## config.mk

```make
export PLATFORM = sky130hd
export DESIGN_NAME = rdyq_read_mux
export DESIGN_NICKNAME = d
export VERILOG_FILES = /design/src/common/rdyq_geom_pkg.sv /design/src/common/rdyq_map_pkg.sv /design/src/source/rdyq_read_mux.sv
export SDC_FILE = /design/constraint.sdc
export NUM_CORES = 1
export LEC_CHECK = 0
export ABC_CLOCK_PERIOD_IN_PS = 1700
export BUFFER_PORTS_ARGS = -buffer_cell sky130_fd_sc_hd__buf_4
export CORE_ASPECT_RATIO = 1.5
export CORE_UTILIZATION = 36
export DETAILED_ROUTE_END_ITERATION = 10
export PLACE_DENSITY_LB_ADDON = 0.12
export SYNTH_ARGS = -nofsm -noshare
export SYNTH_HDL_FRONTEND = slang
export SYNTH_SLANG_ARGS = --single-unit
export TNS_END_PERCENT = 1
```

## constraint.sdc

```tcl
create_clock -name vclk -period 1.7
set_input_delay 0.255 -clock vclk [all_inputs]
set_output_delay 0.255 -clock vclk [all_outputs]
set_load 0.03 [all_outputs]
```

## src/common/rdyq_geom_pkg.sv

```systemverilog
// queue geometry of the ready lists, imported by the FIFO, bank, decode, mux and testbench
package rdyq_geom_pkg;

  // ========================================
  // queue geometry
  // ========================================
  localparam int NUM_QUEUES  = 5;             // one per priority level
  localparam int QUEUE_DEPTH = 256;           // handles per queue, power of two
  localparam int HANDLE_W    = 9;             // task handle bits

  // fill count must hold QUEUE_DEPTH itself, hence one bit more than the pointers
  localparam int COUNT_W = 9;                 // 0 to 256
  localparam int PTR_W   = 8;                 // read and write pointers, wrap naturally
  localparam int QIDX_W  = 3;                 // queue index from ad[3:1]

endpackage

```

## src/common/rdyq_map_pkg.sv

```systemverilog
// bus register map of the ready-queue peripheral, imported by decode, read mux and testbench
package rdyq_map_pkg;

  // ========================================
  // bus widths
  // ========================================
  localparam int ADDR_W = 5;                  // ad[4:0]
  localparam int DATA_W = 8;                  // i[7:0] and o[7:0]

  // ========================================
  // address fields
  // ========================================
  localparam int BYTE_SEL_BIT = 0;            // ad[0] picks the byte
  localparam int QSEL_LSB     = 1;            // ad[3:1] is the queue index
  localparam int QSEL_MSB     = 3;
  localparam int REG_SEL_BIT  = 4;            // ad[4] picks head or count

  localparam logic BYTE_LO   = 1'b0;          // low byte, or the latch write
  localparam logic BYTE_HI   = 1'b1;          // high byte, or the push write
  localparam logic REG_HEAD  = 1'b0;          // head entry registers
  localparam logic REG_COUNT = 1'b1;          // fill count registers

  // ========================================
  // decoded accesses
  // ========================================
  // one value per bus cycle; op_none when the peripheral is not selected
  typedef enum logic [2:0] {
    op_none     = 3'd0,                       // idle or not selected
    op_latch    = 3'd1,                       // write low byte of a handle
    op_push     = 3'd2,                       // write bit 8 and push
    op_peek_hi  = 3'd3,                       // read head bit 8, no pop
    op_pop_lo   = 3'd4,                       // read head low byte and pop
    op_count_lo = 3'd5,                       // fill count bits 7:0
    op_count_hi = 3'd6,                       // fill count bit 8
    op_unmapped = 3'd7                        // bad index or push to count page
  } rdyq_op_e;

endpackage

```

## src/source/rdyq_read_mux.sv

```systemverilog
// read-data multiplexer: picks the bus byte from the queue heads and fill counts
`timescale 1ns/1ns

module rdyq_read_mux (
  input  rdyq_map_pkg::rdyq_op_e               op,
  input  logic [rdyq_geom_pkg::QIDX_W-1:0]     qidx,
  input  logic [rdyq_geom_pkg::HANDLE_W-1:0]   head_data [rdyq_geom_pkg::NUM_QUEUES],
  input  logic [rdyq_geom_pkg::NUM_QUEUES-1:0] head_valid,
  input  logic [rdyq_geom_pkg::COUNT_W-1:0]    count [rdyq_geom_pkg::NUM_QUEUES],
  output logic [rdyq_map_pkg::DATA_W-1:0]      o
);
  import rdyq_map_pkg::*;
  import rdyq_geom_pkg::*;

  logic [HANDLE_W-1:0] sel_head;                    // head of the indexed queue
  logic [COUNT_W-1:0]  sel_count;                   // its fill count

  // ========================================
  // queue select
  // ========================================
  always_comb
  begin
    sel_head  = '0;                                 // out-of-range index reads zero
    sel_count = '0;
    for (int q = 0; q < NUM_QUEUES; q++)
    begin
      if (qidx == QIDX_W'(q))
      begin
        sel_head  = head_valid[q] ? head_data[q] : '0;
        sel_count = count[q];
      end
    end
  end

  // ========================================
  // byte select
  // ========================================
  always_comb
  begin
    case (op)
      op_peek_hi:  o = {{(DATA_W-1){1'b0}}, sel_head[HANDLE_W-1]};
      op_pop_lo:   o = sel_head[DATA_W-1:0];
      op_count_lo: o = sel_count[DATA_W-1:0];
      op_count_hi: o = {{(DATA_W-1){1'b0}}, sel_count[COUNT_W-1]};
      default:     o = '0;                          // writes, idle, unmapped
    endcase
  end

endmodule
```

======== Word level (Yosys, flattened, before mapping) ========
Index checks and enable logic that the tools add are counted.
storage, ports and cells
  register bits ........................... 0
  latch bits .............................. 0
  memory bits (writable) .................. 0
  bits in read-only memories .............. 0
  word-level logic and storage cells ...... 25
  memories kept ........................... 0
operators by class
  $add $sub $neg .......................... 0
  $mul .................................... 0
  divide/modulo/power cells ............... 0
  $lt $le $gt $ge ......................... 0
  eq/ne operators ......................... 8
  shift-type cells ........................ 0
  muxes and demuxes ....................... 16
  bitwise gates (word level) .............. 0
  reduce and logical (&&, ||, !) cells .... 1
operators by type and width
  kind                                                 count
  2-to-1 mux 9 bit                                     15
  one-hot mux 8 bit (4 select lines)                   1
  equality test 3 bit, second input constant           4
  equality test 3 x 2 -> 1 bit, second input constant  3
  equality test 3 x 1 -> 1 bit, second input constant  1
  zero test 3 bit                                      1

======== Depth between registers and ports, before layout ========
  depth in word-level cells ............... 7
  gate-level depth with buffers ........... 7

======== Worst setup path before layout ========
Ideal clock, no wire load.
  path type ............................... input to output
  from .................................... input qidx[0] (netlist name)
  to ...................................... output o[7] (netlist name)
  data arrival time ....................... 1,729 ps
  path slack .............................. -284 ps
  stages .................................. 5
  path through ............................ buf_6 and4b_1 clkbuf_1 a221oi_1 o32ai_1
between the ends
  longest elaborated chain between the ends .. 7
ends and longest elaborated chain
  element                               RTL line             RTL
  start: declaration                    rdyq_read_mux.sv:6   input logic [rdyq_geom_pkg::QIDX_W-1:0] qidx,
  zero test 3 bit                       rdyq_read_mux.sv:27  if (qidx == QIDX_W'(q))
  2-to-1 mux 9 bit (5 in a row)         rdyq_read_mux.sv:27
  one-hot mux 8 bit (4 select lines) *  rdyq_read_mux.sv:40  case (op)
  end: declaration                      rdyq_read_mux.sv:10  output logic [rdyq_map_pkg::DATA_W-1:0] o
Mark *: on every way between the ends. The rest lies on a longest branch, timed or not.

======== Worst setup path after layout ========
  from .................................... input qidx[1] (netlist name)
  to ...................................... output o[4] (netlist name)
The elaborated chain is that of the path after synthesis.

==> results.ini <==
[status]
status=finished with violations
violations=design-rule violations, negative setup slack

[synth]
synth-seq-area-share_pct=0
syn-instance-count=128
avgSynthCellArea_um2=7.51
yosys_warnings=0
synth_area_um2=961
ys_types=40
syn_nets=229

[grt]
grt-ovfl-total=0
grt_pass1_vias=1595
grt_pass1_wl_um=6760
grt_usage_pct=30.1
antenna_found_initial=0
grt_max_degree=14

[setup_path]
worstPathArrival_ps=1510
crit_chain=buf_4 -> buf_4 -> nand4b_1 -> o21ai_0 -> a221oi_1 -> o32ai_2 -> buf_4
critical_path.top_delay_family=compound AO/OA/AOI/OAI gates
cp_slowest_cell=a221oi_1
crit_path_frequent_cell=buf_4
crit_required_ps=1440
worstPathMaxFanout=12
critPathKind=in2out
worst-path-buf-inv=3
worst_setup_path_end_kind=primary output
critPathMaxStageDelay_ps=420
startpoint_type=input pin

[timing]
min_period_over_period_pct=104
finalCriticalPeriod_ps=1760
clock.fmax_ghz=0.568
hold_viol_final=0
fin_ws_ps=-60.8
grt_setup_unrepaired=yes
worst_pin_slew_ps=440
setup_violations=5
slew_violations=0
slew_headroom_pct=70.7

[finish]
antenna_cells=0
nClkBuffers=0
drive_above_1_share_pct=66.8
ff_latch_area_um2=0
design_area_um2=2030
seq_cell_count=0
area_delta_synth_final_pct=111
final.fill_count=164
nNetsFinal=344

[drt]
first_iter_violations=68
routed-via-count=1672
firstDrtPassIters=7
wl_per_cell_um=18.0
drc=7
drtAntennaViolNets=0
viasPerCell=6.31
routed_wl_um=4770

[power_and_ir_drop]
powerDensity_nw_per_um2=238
report.power.total_uw=483
ir_drop_uv=154
power_leakage_uw=0.000908

[job]
cap_violations=0

[floorplanning]
chipHeight_um=65.3
ios=109
initial_core_util_pct=38.8
coreArea_um2=2480
die_w_um=44.2
die-area_um2=2880
rows=22

[place]
placement.io_buffers=109
placed_cell_area_um2=1870
place_hpwl_um=3650
routabilityCongestion=0.948

[clock_tree]
cts_hold_buf=0

[hold_path]
hold_path.class=in2out

## cell usage after synthesis (2+ instances only)
cell	count	share of area, %
a21oi_1	12	6.3
clkbuf_1	9	3.5
nand3_1	8	4.2
nand4b_1	8	7.3
a22oi_1	7	5.5
mux4_2	7	16
nor2_1	7	2.7
o21ai_0	7	3.6
nand2_1	6	2.3
a221oi_1	5	4.6
nand3b_1	5	3.9
o32ai_1	5	4.6
buf_6	4	4.7
a211oi_1	3	2.3
a32o_1	3	3.1
buf_2	3	1.6
o211ai_1	3	2.3
buf_1	2	0.78
o221ai_1	2	1.8
or2_1	2	1.3
## final cells by class
class	instances	area [µm²]	area share [%]
Inverter	1	3.75	0.185
Multi-Input combinational cell	109	970	47.7
Tap cell	24	30.0	1.48
Timing Repair Buffer	131	1030	50.6
## stage by stage
| stage | utilization [%] | setup TNS [ps] | hold slack [ps] | cells | setup WS [ps] |
|---|---|---|---|---|---|
| final | 82.0 | -92.0 | 941 | 265 | -60.8 |
| after detailed placement | 75.6 | -552 | 939 | 264 | -105 |
| after floorplan | - | -1570 | 820 | 128 | -280 |
| after CTS | 77.9 | -28.4 | 938 | 264 | -13.2 |
| after global placement | 75.6 | -332 | 938 | 264 | -71.0 |
| after global routing | 82.0 | -251 | 957 | 265 | -111 |
## worst paths after layout
path | endpoint | start | cells after the start | slack [ps]
max | o[4] | qidx[1] | 7 | -60
min | o[6] | count[6] | 4 | 940
## routing by layer
metal	wire length, µm	vias to the layer above	part of all wire (%)	track usage [%]
met4	165	0	3.5	9.85
met1	1550	783	33	33.5
met5	0	-	0	0
met2	2720	106	57	58.5
met3	334	18	7.0	0.824
li1	-	765	-	-
## cells in the final DEF, fill, tap and decap left out, types with 2 or more instances in the layout
master,synthesis,final
buf_4,0,125
a21oi_1,12,12
nand4b_1,8,8
nand3_1,8,8
mux4_2,7,7
o21ai_0,7,7
nor2_1,7,7
nand2_1,6,6
nand3b_1,5,5
o32ai_2,0,5
a221oi_2,0,4
a22oi_2,0,4
buf_6,4,4
o211ai_1,3,3
a32o_1,3,3
a22oi_1,7,3
or2_4,0,2
a2111oi_2,1,2
a211oi_1,3,2
o221ai_1,2,2
## repair_timing
action	4_1_cts	5_1_grt
cloned	0	1
pin swaps	6	5
hold endpoints to repair	0	0
gates resized for setup	11	17
buffers inserted	0	0
setup endpoints to repair	8	8
## power by group
part | internal (µW) | switching [µW] | total (µW)
clock | 0 | 0 | 0
sequential | 0 | 0 | 0
combinational | 288 | 195 | 483
## cell families after synthesis
group           after synthesis  synth area share (%)
compound gates               54                  40.5
buf+inv                      19                  10.9
mux                           8                  17.6
simple gates                 47                  31.0
No activity file was read; power rests on OpenSTA's default activity.
