--- src/common/rdyq_geom_pkg.sv ---
// queue geometry of the ready lists, imported by the FIFO, bank, decode, mux and testbench
package rdyq_geom_pkg;

  // ========================================
  // queue geometry
  // ========================================
  localparam int NUM_QUEUES  = 5;             // one per priority level
  localparam int QUEUE_DEPTH = 256;           // handles per queue, power of two
  localparam int HANDLE_W    = 9;             // task handle bits

  // fill count must hold QUEUE_DEPTH itself, hence one bit more than the pointers
  localparam int COUNT_W = 9;                 // 0 to 256
  localparam int PTR_W   = 8;                 // read and write pointers, wrap naturally
  localparam int QIDX_W  = 3;                 // queue index from ad[3:1]

endpackage

--- src/common/rdyq_map_pkg.sv ---
// bus register map of the ready-queue peripheral, imported by decode, read mux and testbench
package rdyq_map_pkg;

  // ========================================
  // bus widths
  // ========================================
  localparam int ADDR_W = 5;                  // ad[4:0]
  localparam int DATA_W = 8;                  // i[7:0] and o[7:0]

  // ========================================
  // address fields
  // ========================================
  localparam int BYTE_SEL_BIT = 0;            // ad[0] picks the byte
  localparam int QSEL_LSB     = 1;            // ad[3:1] is the queue index
  localparam int QSEL_MSB     = 3;
  localparam int REG_SEL_BIT  = 4;            // ad[4] picks head or count

  localparam logic BYTE_LO   = 1'b0;          // low byte, or the latch write
  localparam logic BYTE_HI   = 1'b1;          // high byte, or the push write
  localparam logic REG_HEAD  = 1'b0;          // head entry registers
  localparam logic REG_COUNT = 1'b1;          // fill count registers

  // ========================================
  // decoded accesses
  // ========================================
  // one value per bus cycle; op_none when the peripheral is not selected
  typedef enum logic [2:0] {
    op_none     = 3'd0,                       // idle or not selected
    op_latch    = 3'd1,                       // write low byte of a handle
    op_push     = 3'd2,                       // write bit 8 and push
    op_peek_hi  = 3'd3,                       // read head bit 8, no pop
    op_pop_lo   = 3'd4,                       // read head low byte and pop
    op_count_lo = 3'd5,                       // fill count bits 7:0
    op_count_hi = 3'd6,                       // fill count bit 8
    op_unmapped = 3'd7                        // bad index or push to count page
  } rdyq_op_e;

endpackage

--- src/source/rdyq_bus_decode.sv ---
// bus cycle decoder: turns cs/vda/rw/ad into an access opcode, a queue index and the read wait state
`timescale 1ns/1ns

module rdyq_bus_decode (
  input  logic                             clk,
  input  logic                             rst_n,
  input  logic                             cs,
  input  logic                             vda,
  input  logic                             rw,      // 1 is read
  input  logic [rdyq_map_pkg::ADDR_W-1:0]  ad,
  output logic                             rdy,
  output logic                             fire,
  output rdyq_map_pkg::rdyq_op_e           op,
  output logic [rdyq_geom_pkg::QIDX_W-1:0] qidx
);
  import rdyq_map_pkg::*;
  import rdyq_geom_pkg::*;

  logic sel;                                        // valid cycle to this peripheral
  logic wait_q;                                     // read has spent its wait cycle

  assign sel = cs & vda;

  // ========================================
  // wait state
  // ========================================
  always_ff @(posedge clk)
  begin
    if (!rst_n)
      wait_q <= 1'b0;
    else
      wait_q <= sel & rw;                           // clears in the idle gap
  end

  assign rdy  = (sel & rw) ? wait_q : 1'b1;         // writes never wait
  // only the completing cycle acts, so the wait cycle of a read cannot pop
  assign fire = sel & rdy;

  // ========================================
  // access classification
  // ========================================
  assign qidx = ad[QSEL_MSB:QSEL_LSB];

  always_comb
  begin
    if (!sel)
      op = op_none;
    else if (qidx >= QIDX_W'(NUM_QUEUES))
      op = op_unmapped;                             // indexes 5 to 7
    else if (!rw)
    begin
      if (ad[BYTE_SEL_BIT] == BYTE_LO)
        op = op_latch;
      else if (ad[REG_SEL_BIT] == REG_HEAD)
        op = op_push;
      else
        op = op_unmapped;                           // count page is read only
    end
    else if (ad[REG_SEL_BIT] == REG_COUNT)
      op = (ad[BYTE_SEL_BIT] == BYTE_HI) ? op_count_hi : op_count_lo;
    else
      op = (ad[BYTE_SEL_BIT] == BYTE_HI) ? op_peek_hi : op_pop_lo;
  end

endmodule

--- config.mk ---
export PLATFORM = sky130hd
export DESIGN_NAME = rdyq_bus_decode
export DESIGN_NICKNAME = d
export VERILOG_FILES = /design/src/common/rdyq_geom_pkg.sv /design/src/common/rdyq_map_pkg.sv /design/src/source/rdyq_bus_decode.sv
export SDC_FILE = /design/constraint.sdc
export NUM_CORES = 1
export LEC_CHECK = 0
export BUFFER_PORTS_ARGS = -buffer_cell sky130_fd_sc_hd__buf_2
export CAP_MARGIN = 25
export CORE_AREA = 4 4 41 43
export CTS_CLUSTER_SIZE = 12
export DETAILED_ROUTE_END_ITERATION = 10
export DIE_AREA = 0 0 45 47
export GPL_ROUTABILITY_DRIVEN = 0
export PLACE_DENSITY = 0.34
export SLEW_MARGIN = 20
export SYNTH_ARGS = -nofsm -noshare
export SYNTH_HDL_FRONTEND = slang
export SYNTH_SLANG_ARGS = --single-unit
export TNS_END_PERCENT = 1
--- constraint.sdc ---
create_clock -name clk -period 2.05 [get_ports clk]
set_clock_uncertainty 0.2 [all_clocks]
set_input_delay 0.41 -clock clk [delete_from_list [all_inputs] [get_ports clk]]
set_output_delay 0.41 -clock clk [all_outputs]
set_load 0.05 [all_outputs]
* After elaboration in Yosys (flattened, before gate mapping)
Cells that the tools add are included.
** Storage, ports and cells
- Register bits after elaboration :: 1
- Bits of input ports :: 10
- Output and inout port bits :: 8
** Cells by class
- $lt $le $gt $ge :: 1
- Multiplexer cells :: 9
- Bitwise logic cells :: 3
** Operators by type and width (count)
- 3-bit two-way mux :: 7
- 1-bit AND :: 3
- 3-bit >= comparator, second input constant :: 1
- 2-bit two-way mux :: 1
- 1-bit two-way mux :: 1

* Longest topological paths before layout
- Depth after elaboration :: 5
- Gate-level depth with buffers :: 4
- Mapped depth without buffers :: 4

* Worst setup path after synthesis
Ideal clock, no wire load.
- Path type :: in2out
- From :: input ad[4] (netlist bit)
- To :: output op[0]
- Data arrival time :: 1.426 ns
- Setup slack :: 0.014 ns
- Stages :: 4
- Buffers on the path :: 0
- Cell sequence :: inv_1 -> ha_1 -> mux2_4 -> a21oi_2
** Between the ends
- Cells in the longest elaborated chain, start to end :: 5
** RTL lines
- start: declaration :: line rdyq_bus_decode.sv:10 : input logic [rdyq_map_pkg::ADDR_W-1:0] ad,
- 3-bit two-way mux :: line rdyq_bus_decode.sv:54 : else if (ad[REG_SEL_BIT] == REG_HEAD)
- 3-bit two-way mux :: line rdyq_bus_decode.sv:52 : if (ad[BYTE_SEL_BIT] == BYTE_LO)
- 3-bit two-way mux * :: line rdyq_bus_decode.sv:50 : else if (!rw)
- 3-bit two-way mux * :: line rdyq_bus_decode.sv:48 : else if (qidx >= QIDX_W'(NUM_QUEUES))
- 3-bit two-way mux * :: line rdyq_bus_decode.sv:46 : if (!sel)
- end: declaration :: line rdyq_bus_decode.sv:13 : output rdyq_map_pkg::rdyq_op_e op,
Every way passes the cells marked *; elsewhere a longest branch is shown, timed or not.

* Final worst setup path
- From :: input ad[0] (netlist bit)
- To :: output op[0]
** Between the ends
- Cells in the longest elaborated chain, start to end :: 5
** RTL lines
- 3-bit two-way mux / 2-bit two-way mux (equally long branches) :: line rdyq_bus_decode.sv:62, rdyq_bus_decode.sv:60
- 3-bit two-way mux :: line rdyq_bus_decode.sv:59 : else if (ad[REG_SEL_BIT] == REG_COUNT)
- 3-bit two-way mux * :: line rdyq_bus_decode.sv:50
- 3-bit two-way mux * :: line rdyq_bus_decode.sv:48
- 3-bit two-way mux * :: line rdyq_bus_decode.sv:46
Marks and branches as above.

==> metrics.csv <==
metric;value;unit
drc;0;
synth.distinct_cells;13;
regMostFlops;wait_q;
syn-cell-area;138;um^2
cts_setup_buffers;0;
ir_drop;95.1;uV
worst_pin_slew;0.309;ns
critPathMaxFanout;2;
hold_slack;0.442;ns
fill_cells;151;
detail_route.iter0.violations;1;
num_io_pins;18;
endpoint_kind;output pin;
num_antenna_cells;0;
fmax;505;MHz
numPortBuffers;17;
hp-class;in2reg;
hold_violations;0;
grt_first_pass_wirelength;676;um
syn_to_final_growth;74.5;%
p_leak;0.139;nW
coreArea;0.00130;mm^2
rows;13;
routed_wl;352;um
synth_nets;30;
final_util;0.185;
max_slew_margin;0.793;
die-area;0.00212;mm^2
die_w;45;um
worst_slack;0.0683;ns
grt_pass1_vias;159;
cp.arrival;1.37;ns
avgSynthCellArea;7.24;um^2
ys.warnings.count;0;
largest_register_ff_count;1;
drive_gt1_frac;0.600;
grt_max_degree;6;
start_kind;input port;
syn_inst;19;
nNetsFinal;48;
overflow;0;
post-route-period-util;0.967;
hold_buffers;0;
antenna_found_initial;0;
status;finished, final reports clean;
yosysSeqAreaShare;0.145;
fin_area;240;um^2
synth_seq_cells;1;
clk_pin_slew_worst_paths;0;ns
ant_nets;0;
multi_input_area;87.6;um^2
dp.cells;50;
required;1.44;ns
hold_depth;3;
dr.pass1.iters;2;
initial_core_util;0.106;
num_vias;175;
cap_viol_max_count;0;
placed_area;234;um^2
crit_type;in2out;
regArea;20.0;um^2
reg_top3;wait_q: 1 flops;
avgRoutedWirePerCell;7.04;um
final_cell_count_no_fill;50;
rsz0062_at_grt;false;
dp_worst_setup_slack;-0.0163;ns
routed_via_density;3.50;
finalMaxSlewViolations;0;
period_needed;1.98;ns
gr-usage-all-layers;0.0394;
die_h;47;um
p_per_area;369;mW/mm^2
setup_violations;0;
-- worst paths after layout --
check  start                end  slack [ns]
min    rst_n  wait_q$_SDFF_PN0_        0.44
max    ad[0]              op[0]        0.07
-- worst max-delay path, cell delays in order --
cell and delay (ns):
buf_2 0.11, ha_1 0.28, mux2_4 0.26, a21oi_2 0.14
buf_6 0.17
-- placed cells by master, fill, tap and decap left out --
cell type	instances
inv_1	2
nand3_1	1
buf_4	2
ha_1	1
mux2_4	1
dfxtp_1	1
a21oi_1	2
nand2_1	2
buf_2	16
a21oi_2	1
mux2i_1	1
o21ai_1	1
nor2_1	2
nor2b_1	1
buf_6	1
-- synth_stat cells --
cell	n	area [um^2]
nor2_1	2	7.51
mux2i_1	1	10.0
o21ai_1	1	5.00
a21oi_1	2	10.0
nor2b_1	1	6.26
nand2_1	2	7.51
dfxtp_1	1	20.0
mux2_4	1	15.0
ha_1	1	12.5
inv_1	2	7.51
nand3_1	1	5.00
a21oi_2	1	8.76
buf_4	3	22.5
-- routing by layer --
layer  vias up  global-route usage  wire [um]
li1         94                   -          -
met5         -                   0          0
met2        15              0.0650        121
met4         0                   0          0
met3         0             0.00766         69
met1        66              0.0563        160
-- stage by stage --
step	total power, mW	setup TNS [ns]
6_report	0.0886	0
2_1_floorplan	0.0685	0
3_5_place_dp	0.0875	-0.0163
3_3_place_gp	0.0876	-0.00662
4_1_cts	0.0884	0
5_1_grt	0.0947	0
-- power breakdown --
part	switching (mW)	internal [mW]
registers	0.000127	0.0204
clock network	0	0
logic	0.0448	0.0232
-- cell families (layout without fill, tap and decap cells) --
family / Yosys count / count (layout) / share of synthesized area
AOI/OAI and AO/OA: 4 / 4 / 0.173
adders and majority gates: 1 / 1 / 0.0909
buffers and inverters: 5 / 21 / 0.218
DFF: 1 / 1 / 0.145
muxes: 2 / 2 / 0.182
and+or+nand+nor: 6 / 6 / 0.191
-- final cells by class --
class | count | area share
repair buffers | 19 | 0.443
multi-input cells | 13 | 0.365
flip-flops and latches | 1 | 0.0833
well taps | 15 | 0.0781
inverters | 2 | 0.0313
-- timing repair --
item,4_1_cts,5_1_grt
endpoints found under the setup margin,1,1
gates cloned,0,0
gates resized for setup,1,1
Note: power is estimated with default switching activity, not from simulation.
